===== config.mk =====
export PLATFORM = sky130hd
export DESIGN_NAME = inbound_top
export DESIGN_NICKNAME = d
export VERILOG_FILES = /design/src/design/inbound_pkg.sv /design/src/design/trans_if.sv /design/src/design/inbound_hdr_parse.sv /design/src/design/inbound_top.sv /design/src/design/inbound_trans.sv /design/src/design/inbound_wr_engine.sv
export VERILOG_INCLUDE_DIRS = /design/src /design/src/design
export SDC_FILE = /design/constraint.sdc
export NUM_CORES = 1
export LEC_CHECK = 0
export BUFFER_PORTS_ARGS = -buffer_cell sky130_fd_sc_hd__buf_2
export CAP_MARGIN = 25
export CORE_ASPECT_RATIO = 1.75
export CORE_UTILIZATION = 35
export DETAILED_ROUTE_END_ITERATION = 8
export SKIP_CTS_REPAIR_TIMING = 1
export SYNTH_ARGS = -nofsm -noshare
export SYNTH_HDL_FRONTEND = slang
export SYNTH_HIERARCHICAL = 1
export SYNTH_SLANG_ARGS = --single-unit

===== constraint.sdc =====
create_clock -name clk -period 4.5 [get_ports clk]
set_input_delay 0 -clock clk [delete_from_list [all_inputs] [get_ports clk]]
set_output_delay 0 -clock clk [all_outputs]
set_load 0.05 [all_outputs]

===== src/design/inbound_settings.svh =====
`ifndef INBOUND_SETTINGS_SVH
`define INBOUND_SETTINGS_SVH

// width of the local bus address.
`define INB_ADDR_W 32

// 4 KB register window.
`define INB_BAR0_MASK 32'h0000_0fff
`define INB_BAR0_BASE 32'h4000_0000

`define INB_BAR1_MASK 32'h0000_ffff
`define INB_BAR1_BASE 32'h4001_0000

`define INB_BAR2_MASK 32'h000f_ffff
`define INB_BAR2_BASE 32'h4010_0000

`define INB_BAR3_MASK 32'h0000_03ff
`define INB_BAR3_BASE 32'h4020_0400

`define INB_BAR4_MASK 32'h00ff_ffff
`define INB_BAR4_BASE 32'h5000_0000

// BAR5 passes the address straight through.
`define INB_BAR5_MASK 32'hffff_ffff
`define INB_BAR5_BASE 32'h0000_0000

// base bits under the mask are ignored by the translator.
`define INB_ROM_MASK  32'h0000_7fff
`define INB_ROM_BASE  32'h6000_8000

`define INB_CFG_MASK  32'h0000_00ff
`define INB_CFG_BASE  32'h7000_0000

`endif


===== src/design/inbound_pkg.sv =====
`default_nettype none

package inbound_pkg;

    typedef struct packed {
        logic rsvd;
        logic has_data;                  // set for writes and completions with data.
        logic is_4dw;                    // set when the header carries a 64-bit address.
    } tlp_fmt_t;

    // length of zero encodes a full 1024-dword payload.
    typedef struct packed {
        tlp_fmt_t   fmt;
        logic [4:0] tlp_type;
        logic       rsvd_a;
        logic [2:0] tc;
        logic [3:0] rsvd_b;
        logic       td;
        logic       ep;
        logic [1:0] attr;
        logic [1:0] at;
        logic [9:0] length;
    } tlp_dw0_t;

    typedef struct packed {
        logic [31:2] addr;
        logic [1:0]  rsvd;
    } tlp_addr_lo_t;

    // dword 2 is the low address of a 3-DW header or the high address of a 4-DW header.
    typedef union packed {
        tlp_addr_lo_t addr_lo;
        logic [31:0]  addr_hi;
    } tlp_dw2_u;

    localparam logic [4:0] TLP_TYPE_MEM  = 5'b00000;
    localparam logic [4:0] TLP_TYPE_IO   = 5'b00010;
    localparam logic [4:0] TLP_TYPE_CFG0 = 5'b00100;
    localparam logic [4:0] TLP_TYPE_CPL  = 5'b01010;

endpackage

`default_nettype wire


===== src/design/trans_if.sv =====
`timescale 1ns/1ps
`default_nettype none

`include "inbound_settings.svh"

interface trans_if;

    logic                     req;
    logic [2:0]               bar;
    logic [63:2]              addr;
    logic                     is64;           // upper address half is meaningful only when set.
    logic                     ack;
    logic [`INB_ADDR_W-1:2]   ack_addr;

    modport requester (output req, bar, addr, is64);

    modport translator (input req, bar, addr, is64, output ack, ack_addr);

    modport consumer (input ack, ack_addr);

endinterface

`default_nettype wire


===== src/design/inbound_hdr_parse.sv =====
`timescale 1ns/1ps
`default_nettype none

module inbound_hdr_parse (
    input  wire         clk,
    input  wire         rst,
    input  wire         rx_valid,
    input  wire         rx_sof,
    input  wire         rx_eof,
    input  wire  [31:0] rx_data,
    input  wire  [2:0]  rx_bar,
    trans_if.requester  trans,
    output logic        pay_valid,
    output logic        pay_first,
    output logic        pay_last,
    output logic [31:0] pay_data
);

    typedef enum logic [1:0] {
        S_IDLE,
        S_HDR,
        S_PAY,
        S_DROP
    } state_t;

    state_t                 state;
    logic [1:0]             hdr_cnt;
    logic                   is_wr;
    logic                   first;
    logic                   hdr_last;
    inbound_pkg::tlp_dw0_t  dw0;
    inbound_pkg::tlp_dw2_u  dw2;

    assign dw0 = rx_data;
    assign dw2 = rx_data;            // dword 3 of a 4-DW header uses the same low view.

    assign hdr_last = (hdr_cnt == 2'd3) || (hdr_cnt == 2'd2 && !trans.is64);

    always_ff @(posedge clk) begin
        if (rst) begin
            state     <= S_IDLE;
            hdr_cnt   <= 2'd0;
            first     <= 1'b0;
            trans.req <= 1'b0;
            pay_valid <= 1'b0;
        end else begin
            trans.req <= 1'b0;
            pay_valid <= 1'b0;
            if (rx_valid) begin
                case (state)
                    S_IDLE: begin
                        if (rx_sof && !rx_eof) begin
                            hdr_cnt <= 2'd1;
                            state   <= S_HDR;
                        end
                    end
                    S_HDR: begin
                        hdr_cnt <= hdr_cnt + 2'd1;
                        if (rx_eof) begin
                            state <= S_IDLE;           // a header cut short is dropped.
                        end else if (hdr_last) begin
                            state     <= is_wr ? S_PAY : S_DROP;
                            trans.req <= is_wr;
                            first     <= 1'b1;
                        end
                    end
                    S_PAY: begin
                        pay_valid <= 1'b1;
                        first     <= 1'b0;
                        if (rx_eof) begin
                            state <= S_IDLE;
                        end
                    end
                    default: begin
                        if (rx_eof) begin
                            state <= S_IDLE;
                        end
                    end
                endcase
            end
        end
    end

    always_ff @(posedge clk) begin
        if (rx_valid && state == S_IDLE && rx_sof) begin
            trans.is64 <= dw0.fmt.is_4dw;
            trans.bar  <= rx_bar;
            is_wr      <= dw0.fmt.has_data && (dw0.tlp_type == inbound_pkg::TLP_TYPE_MEM);
        end
        if (rx_valid && state == S_HDR) begin
            if (hdr_cnt == 2'd2 && trans.is64) begin
                trans.addr[63:32] <= dw2.addr_hi;
            end
            if (hdr_last) begin
                trans.addr[31:2] <= dw2.addr_lo.addr;
            end
        end
        if (rx_valid && state == S_PAY) begin
            pay_data  <= rx_data;
            pay_first <= first;
            pay_last  <= rx_eof;
        end
    end

endmodule

`default_nettype wire


===== src/design/inbound_top.sv =====
`timescale 1ns/1ps
`default_nettype none

`include "inbound_settings.svh"

module inbound_top (
    input  wire                     clk,
    input  wire                     rst,
    input  wire                     rx_valid,
    input  wire                     rx_sof,
    input  wire                     rx_eof,
    input  wire  [31:0]             rx_data,
    input  wire  [2:0]              rx_bar,
    output logic                    wr_valid,
    output logic [`INB_ADDR_W-1:0]  wr_addr,
    output logic [31:0]             wr_data
);

    logic        pay_valid;
    logic        pay_first;
    logic        pay_last;
    logic [31:0] pay_data;

    trans_if trans_bus ();

    inbound_hdr_parse u_hdr_parse (
        .clk       (clk),
        .rst       (rst),
        .rx_valid  (rx_valid),
        .rx_sof    (rx_sof),
        .rx_eof    (rx_eof),
        .rx_data   (rx_data),
        .rx_bar    (rx_bar),
        .trans     (trans_bus.requester),
        .pay_valid (pay_valid),
        .pay_first (pay_first),
        .pay_last  (pay_last),
        .pay_data  (pay_data)
    );

    inbound_trans u_trans (
        .clk   (clk),
        .rst   (rst),
        .trans (trans_bus.translator)
    );

    inbound_wr_engine u_wr_engine (
        .clk       (clk),
        .rst       (rst),
        .pay_valid (pay_valid),
        .pay_first (pay_first),
        .pay_last  (pay_last),
        .pay_data  (pay_data),
        .trans     (trans_bus.consumer),
        .wr_valid  (wr_valid),
        .wr_addr   (wr_addr),
        .wr_data   (wr_data)
    );

endmodule

`default_nettype wire


===== src/design/inbound_trans.sv =====
`timescale 1ns/1ps
`default_nettype none

`include "inbound_settings.svh"

module inbound_trans (
    input  wire          clk,
    input  wire          rst,
    trans_if.translator  trans
);

    localparam int AW = `INB_ADDR_W;

    logic [AW-1:0] mask_full;
    logic [AW-1:0] base_full;
    logic [AW-1:2] mask;
    logic [AW-1:2] base;

    always_comb begin
        case (trans.bar)
            3'd0: begin
                mask_full = `INB_BAR0_MASK;
                base_full = `INB_BAR0_BASE;
            end
            3'd1: begin
                mask_full = `INB_BAR1_MASK;
                base_full = `INB_BAR1_BASE;
            end
            3'd2: begin
                mask_full = `INB_BAR2_MASK;
                base_full = `INB_BAR2_BASE;
            end
            3'd3: begin
                mask_full = `INB_BAR3_MASK;
                base_full = `INB_BAR3_BASE;
            end
            3'd4: begin
                mask_full = `INB_BAR4_MASK;
                base_full = `INB_BAR4_BASE;
            end
            3'd5: begin
                mask_full = `INB_BAR5_MASK;
                base_full = `INB_BAR5_BASE;
            end
            3'd6: begin
                mask_full = `INB_ROM_MASK;
                base_full = `INB_ROM_BASE;
            end
            default: begin
                mask_full = `INB_CFG_MASK;
                base_full = `INB_CFG_BASE;
            end
        endcase
    end

    assign mask = mask_full[AW-1:2];
    assign base = base_full[AW-1:2] & ~mask;

    always_ff @(posedge clk) begin
        trans.ack_addr <= (trans.addr[AW-1:2] & mask) | base;
    end

    always_ff @(posedge clk) begin
        if (rst) begin
            trans.ack <= 1'b0;
        end else begin
            trans.ack <= trans.req;
        end
    end

endmodule

`default_nettype wire


===== src/design/inbound_wr_engine.sv =====
`timescale 1ns/1ps
`default_nettype none

`include "inbound_settings.svh"

module inbound_wr_engine (
    input  wire                     clk,
    input  wire                     rst,
    input  wire                     pay_valid,
    input  wire                     pay_first,
    input  wire                     pay_last,
    input  wire  [31:0]             pay_data,
    trans_if.consumer               trans,
    output logic                    wr_valid,
    output logic [`INB_ADDR_W-1:0]  wr_addr,
    output logic [31:0]             wr_data
);

    localparam int AW = `INB_ADDR_W;

    logic [AW-1:2] pend_addr;
    logic [AW-1:2] run_addr;
    logic [AW-1:2] start_addr;
    logic          in_pkt;
    logic          take;

    // the ack may land in the same cycle as its own first payload dword.
    assign start_addr = trans.ack ? trans.ack_addr : pend_addr;

    // stray dwords outside an open packet are not written.
    assign take = pay_valid && (pay_first || in_pkt);

    always_ff @(posedge clk) begin
        if (rst) begin
            wr_valid <= 1'b0;
            in_pkt   <= 1'b0;
        end else begin
            wr_valid <= take;
            if (pay_valid && pay_first) begin
                in_pkt <= !pay_last;
            end else if (pay_valid && pay_last) begin
                in_pkt <= 1'b0;
            end
        end
    end

    always_ff @(posedge clk) begin
        if (trans.ack) begin
            pend_addr <= trans.ack_addr;     // held for an overlapping packet.
        end
        if (take) begin
            wr_data <= pay_data;
            if (pay_first) begin
                wr_addr  <= {start_addr, 2'b00};
                run_addr <= start_addr + (AW-2)'(1);
            end else begin
                wr_addr  <= {run_addr, 2'b00};
                run_addr <= run_addr + (AW-2)'(1);   // one dword is four bytes.
            end
        end
    end

endmodule

`default_nettype wire


==> out/results.tsv, run 1 <==
stage	metric	value	unit
die	Initial Utilization	35.7	%
drt	antenna-violating nets left	0	
drt	final WL	15900	um
drt	Post-route DRC	0	
global_routing	largest net degree at the start of global routing	52	
cts	clk slew on worst S/H paths	0.07	ns
sta	Rel. slew slack	35.6	%
setup_path	WP data required	4.74	ns
sta	final setup fails	0	
die	I/O Pins	105	
sta	post-route clock skew	0.0244	ns
synthesis	Syn Area/Cell	16.7	um2
setup_path	Crit. End Element	flop	
sta	Final WS setup	1.58	ns
setup_path	worst-path fanout max	17	
min_path	hold_sp	rx_sof	
setup_path	Setup CP Type	reg -> reg	
power_and_ir_drop	Clk network pwr share	41.4	%
die	cell row count	74	
place	Inst Count DP	896	
power_and_ir_drop	peak supply drop	0.000267	V
die	Die H	206	um
synthesis	mapped cell area	0.00833	mm2
status	outcome	completed	
setup_path	Reg2Reg Depth	7	
drt	vias per std cell	4.53	
drt	Vias	4405	
power_and_ir_drop	Flop pwr share	56.5	%
cts	Worst-Skew Late Latency	0.50	ns
sta	worst hold-check slack	0.0473	ns
place	DP HPWL	10700	um
place	dpl ws	1.59	ns
power_and_ir_drop	Psw	799	uW
drt	Wirelength per Cell	16.3	um
drt	TritonRoute pass-1 iters	4	
die	Die ar.	0.0245	mm2
die	core area	0.0233	mm2
cts	H-Tree Depth	1	
global_routing	initial antenna violation count	0	
setup_path	worst flop-to-flop path startpoint	u_trans/trans.ack	
global_routing	vias in the first global route	4565	
cts	clock buffer depth	3	
finish	ANT cells	0	
global_routing	total gr overflow	0	
power_and_ir_drop	Static Leak	0.00398	uW
die	die width	119	um
drt	DR iter-0 viols	179	
place	I/O Buffers	102	
sta	Max Clk Rate	342	MHz
finish	area grow syn2layout	22.0	%
setup_path	critical path arrival	3.16	ns
power_and_ir_drop	Cell Int Power	3230	uW
job	Max-Cap Viols	0	
finish	layout cell share with drive strength beyond 1	30.3	%
cts	clock root cell	clkbuf_16	
cts	Num Clock Sinks	231	
finish	Nets	698	
sta	final-report max-slew violation count	0	
setup_path	nature of the critical path startpoint	flop	
cts	CTS Buf Count	21	
sta	final worst-path cycle share	65.0	%
min_path	Min-Delay Path Depth	3	
synthesis	gate count of the mapped netlist	498	
power_and_ir_drop	PwrDens	396	mW/mm2
sta	Final TNS setup	0	ns
min_path	Hold EP	u_hdr_parse/is_wr	
power_and_ir_drop	logic gate share of total power	2.1	%
min_path	Worst Hold Class	in -> reg	
finish	Post-Route Utilization	43.6	%
global_routing	first-pass GRT wire length	24300	um
place	Final GP Congestion	0.780	
sta	final hold vios	0	
sta	Worst-Margin Slew	0.963	ns
setup_path	reg2reg end	u_wr_engine/run_addr[31]	
cts	TritonCTS clock tree	built	
sta	RSZ-0062 raised after global routing	false	
setup_path	R2R Setup Slk	1.58	ns
synthesis	Syn. warnings	6	
sta	Final Critical Period	2.92	ns
global_routing	gr usage total	13.0	%
finish	Layout Cells excl Fill	973	
power_and_ir_drop	switching part of the total	19.8	%
[sequential cells by signal, summed over array words and instances, names as in the netlist, 2 cells and up]
name	cells
u_hdr_parse/hdr_cnt	2
u_hdr_parse/pay_data	32
u_hdr_parse/state	2
u_hdr_parse/trans.addr	30
u_hdr_parse/trans.bar	3
u_trans/trans.ack_addr	30
u_wr_engine/pend_addr	30
u_wr_engine/run_addr	30
u_wr_engine/wr_addr	30
u_wr_engine/wr_data	32
[layer usage]
layer | global-route usage (%) | up-vias | share of wire, %
met5 | 0 | - | 0
met4 | 7.73 | 0 | 3.9
met3 | 1.96 | 37 | 3.6
met2 | 23.5 | 93 | 53
met1 | 14.4 | 2162 | 39
li1 | - | 2113 | -
[final cells by class]
type | instances | area, um2
clock buffer | 24 | 537
inverter | 29 | 109
clock inverter | 13 | 93.8
timing repair buffer | 147 | 943
multi-input combinational | 225 | 1860
sequential | 231 | 6240
fill | 2116 | 13200
tap | 304 | 380
[metrics by stage]
step,cell area [um2],total power (uW)
after detailed placement,9140,2380
after global routing,10200,4170
after global placement,9140,2380
final,10200,4030
after CTS,9770,4070
after floorplan,8340,2350
[how the worst max path moves through the flow]
stage | start | end | slack [ns]
final | u_trans/trans.ack | u_wr_engine/run_addr[31] | 1.58
after global routing | u_trans/trans.ack | u_wr_engine/run_addr[31] | 1.30
after CTS | u_trans/trans.ack | u_wr_engine/run_addr[31] | 1.56
after detailed placement | u_trans/trans.ack | u_wr_engine/run_addr[31] | 1.59
after global placement | u_trans/trans.ack | u_wr_engine/run_addr[31] | 1.66
after floorplan | u_hdr_parse/pay_first | u_wr_engine/run_addr[10] | 1.12
[placed cells by master (no fill, tap or decap), types with 8 or more instances in the layout]
| cell type | n |
|---|---|
| edfxtp_1 | 161 |
| buf_2 | 103 |
| dfxtp_1 | 70 |
| dlygate4sd3_1 | 39 |
| inv_1 | 28 |
| mux2_2 | 24 |
| clkbuf_16 | 21 |
| xnor2_1 | 21 |
| mux2i_1 | 19 |
| nor2_1 | 18 |
| nor3_1 | 14 |
| nand2_1 | 14 |
| mux2_4 | 12 |
| a21oi_1 | 8 |
[worst max-delay path, cell delays in order, from the launching register on]
cell	delay, ns
dfxtp_1	0.85
buf_4	0.40
mux2_2	0.21
mux2i_1	0.16
nor4_2	0.40
nand4_1	0.24
nor4_2	0.28
xor2_1	0.09
[power groups by stage]
stage / Sequential, uW / Combinational [uW] / Clock (uW)
2_1_floorplan: 2320 / 30.4 / 0
3_3_place_gp: 2320 / 54.1 / 0
3_5_place_dp: 2320 / 56.7 / 0
4_1_cts: 2270 / 56.7 / 1740
5_1_grt: 2280 / 91.4 / 1800
6_report: 2280 / 83.0 / 1670
Power figures use the tool's default switching activity.
==> run 2: changes to the inputs <==
==> constraint.sdc (replaced) <==
create_clock -name clk -period 2.4 [get_ports clk]
set_input_delay 0 -clock clk [delete_from_list [all_inputs] [get_ports clk]]
set_output_delay 0 -clock clk [all_outputs]
set_load 0.05 [all_outputs]
==> run 2 against run 1 <==
Compared with the run above: first-iteration DRC count shrank 22%; largest cell class unchanged; wire length grew 1.3%; total power grew 93%; clock skew is essentially flat; clock power grew 100%; utilization grew 1.3 points; critical path type unchanged; highest routed layer unchanged; sequential cell count is the same; non-clock buffer count grew 18; register-to-register slack lost 1.5 ns; hold slack gained 0.00088 ns; global-route usage grew 0.075 points; cell count grew 2.0%.
==> out/results.tsv, run 2 (same netlist as run 1, synthesis figures left out) <==
stage	metric	value	unit	change
die	Die H	206	um	unchanged
cts	H-Tree Depth	1		unchanged
global_routing	largest net degree at the start of global routing	37		-29%
setup_path	WP data required	2.66	ns	-2.08 ns
finish	Nets	716		+2.6%
cts	Num Clock Sinks	231		unchanged
sta	final setup fails	0		unchanged
drt	Wirelength per Cell	16.2	um	-0.64%
place	I/O Buffers	102		unchanged
sta	Max Clk Rate	431	MHz	+26%
drt	DR iter-0 viols	140		-22%
global_routing	total gr overflow	0		unchanged
finish	ANT cells	0		unchanged
status	outcome	completed		
global_routing	vias in the first global route	4651		+1.9%
cts	clk slew on worst S/H paths	0.07	ns	about the same
die	I/O Pins	105		unchanged
sta	Final Critical Period	2.32	ns	-0.605 ns
place	Final GP Congestion	0.819		+5.0%
finish	final instance area	0.0105	mm2	+2.9%
finish	fill cell count	2095		-0.99%
place	placed instance area	0.00930	mm2	+1.8%
sta	final worst-path cycle share	96.6	%	+32 points
drt	Vias	4468		+1.4%
sta	Rel. slew slack	38.7	%	+3.0 points
drt	vias per std cell	4.50		-0.51%
setup_path	Setup CP Type	reg -> reg		
sta	worst hold-check slack	0.0482	ns	+0.000882 ns
cts	clock root cell	clkbuf_16		
finish	Post-Route Utilization	44.8	%	+1.3 points
setup_path	critical path arrival	2.58	ns	-0.58 ns
die	Initial Utilization	35.7	%	unchanged
finish	area grow syn2layout	25.5	%	
place	DP HPWL	10900	um	+1.8%
global_routing	first-pass GRT wire length	24500	um	+0.97%
power_and_ir_drop	peak supply drop	0.000450	V	+68%
drt	antenna-violating nets left	0		unchanged
die	die width	119	um	unchanged
die	cell row count	74		unchanged
drt	TritonRoute pass-1 iters	4		unchanged
cts	CTS Buf Count	21		unchanged
power_and_ir_drop	Static Leak	0.00409	uW	+3.0%
sta	final hold vios	0		unchanged
global_routing	gr usage total	13.1	%	+0.075 points
place	dpl ws	0.0787	ns	-1.51 ns
cts	clock buffer depth	3		unchanged
setup_path	nature of the critical path startpoint	flop		
die	core area	0.0233	mm2	unchanged
finish	largest registers	u_hdr_parse/pay_data x32, u_wr_engine/wr_data x32		
sta	Worst-Margin Slew	0.918	ns	-0.0451 ns
finish	commonest cells after routing, fill and taps aside	edfxtp_1 (161), buf_2 (102), dfxtp_1 (70), dlygate4sd3_1 (39), inv_1 (28)		
power_and_ir_drop	Power, Total	7790	uW	+93%
drt	Post-route DRC	0		unchanged
die	Die ar.	0.0245	mm2	unchanged
cts	TritonCTS clock tree	built		
drt	final WL	16100	um	+1.3%
finish	layout cell share with drive strength beyond 1	34.2	%	+3.8 points
sta	post-route clock skew	0.0241	ns	-0.000391 ns
global_routing	initial antenna violation count	0		unchanged
sta	Final WS setup	0.0808	ns	-1.50 ns
finish	commonest non-fill, non-tap cell in the layout	edfxtp_1		
power_and_ir_drop	PwrDens	745	mW/mm2	+88%
job	Max-Cap Viols	0		unchanged
cts	Worst-Skew Late Latency	0.52	ns	+0.02 ns
setup_path	worst-path fanout max	9		-8
sta	final-report max-slew violation count	0		unchanged
min_path	Worst Hold Class	in -> reg		
setup_path	Crit. End Element	flop		
run 2: changes by cell type in the layout (fill, tap and decap cells not counted), moves of 3 or more:
cell	before	now
buf_4	5	21
mux2i_2	2	6
clkbuf_8	0	3
clkinv_1	6	0
mux2i_1	19	14
buf_12	0	3
run 2: path summary, 6_finish.rpt:
check	slack [ns]	depth (start not counted)	end	startpoint
worst max-delay path	0.08	6	u_wr_engine/run_addr[31]	u_hdr_parse/pay_first
worst min-delay path	0.05	3	u_hdr_parse/trans.bar[2]	rx_sof
worst max register to register	0.08	6	u_wr_engine/run_addr[31]	u_hdr_parse/pay_first
worst min register to register	0.34	0	u_trans/trans.ack_addr[5]	u_hdr_parse/trans.addr[5]
run 2: layout make-up:
type	instances	area (um2)	area share, %
inverters	29	109	1.04
clock buffers	29	586	5.60
multi-input cells	225	1920	18.4
flip-flops and latches	231	6240	59.6
clock inverters	9	105	1.01
well taps	304	380	3.64
repair buffers	165	1120	10.7
run 2: per-stage QoR:
step                cells  TNS [ns]
floorplan             499         0
global placement      913         0
detailed placement    913         0
CTS                   951         0
global route          992   -0.0130
finish                992         0
run 2: per-layer routing:
| layer | global-route usage, % | vias up | wire (um) |
|---|---|---|---|
| li1 | - | 2150 | - |
| met3 | 1.77 | 40 | 506 |
| met4 | 7.82 | 0 | 685 |
| met1 | 13.8 | 2182 | 6110 |
| met2 | 24.5 | 96 | 8800 |
| met5 | 0 | - | 0 |
run 2: critical path: stages (launching register included):
cell and delay [ns]:
edfxtp_1 0.49, buf_4 0.26, mux2i_2 0.19, nor2_2 0.32
nand4_1 0.29, nor4_2 0.40, xor2_1 0.11
run 2: report_power, final:
part | internal (uW) | leakage [uW] | switching [uW]
registers | 4250 | 0.00203 | 17.9
clock network | 1930 | 0.000339 | 1430
logic | 87.2 | 0.00172 | 67.6
total | 6270 | 0.00409 | 1520
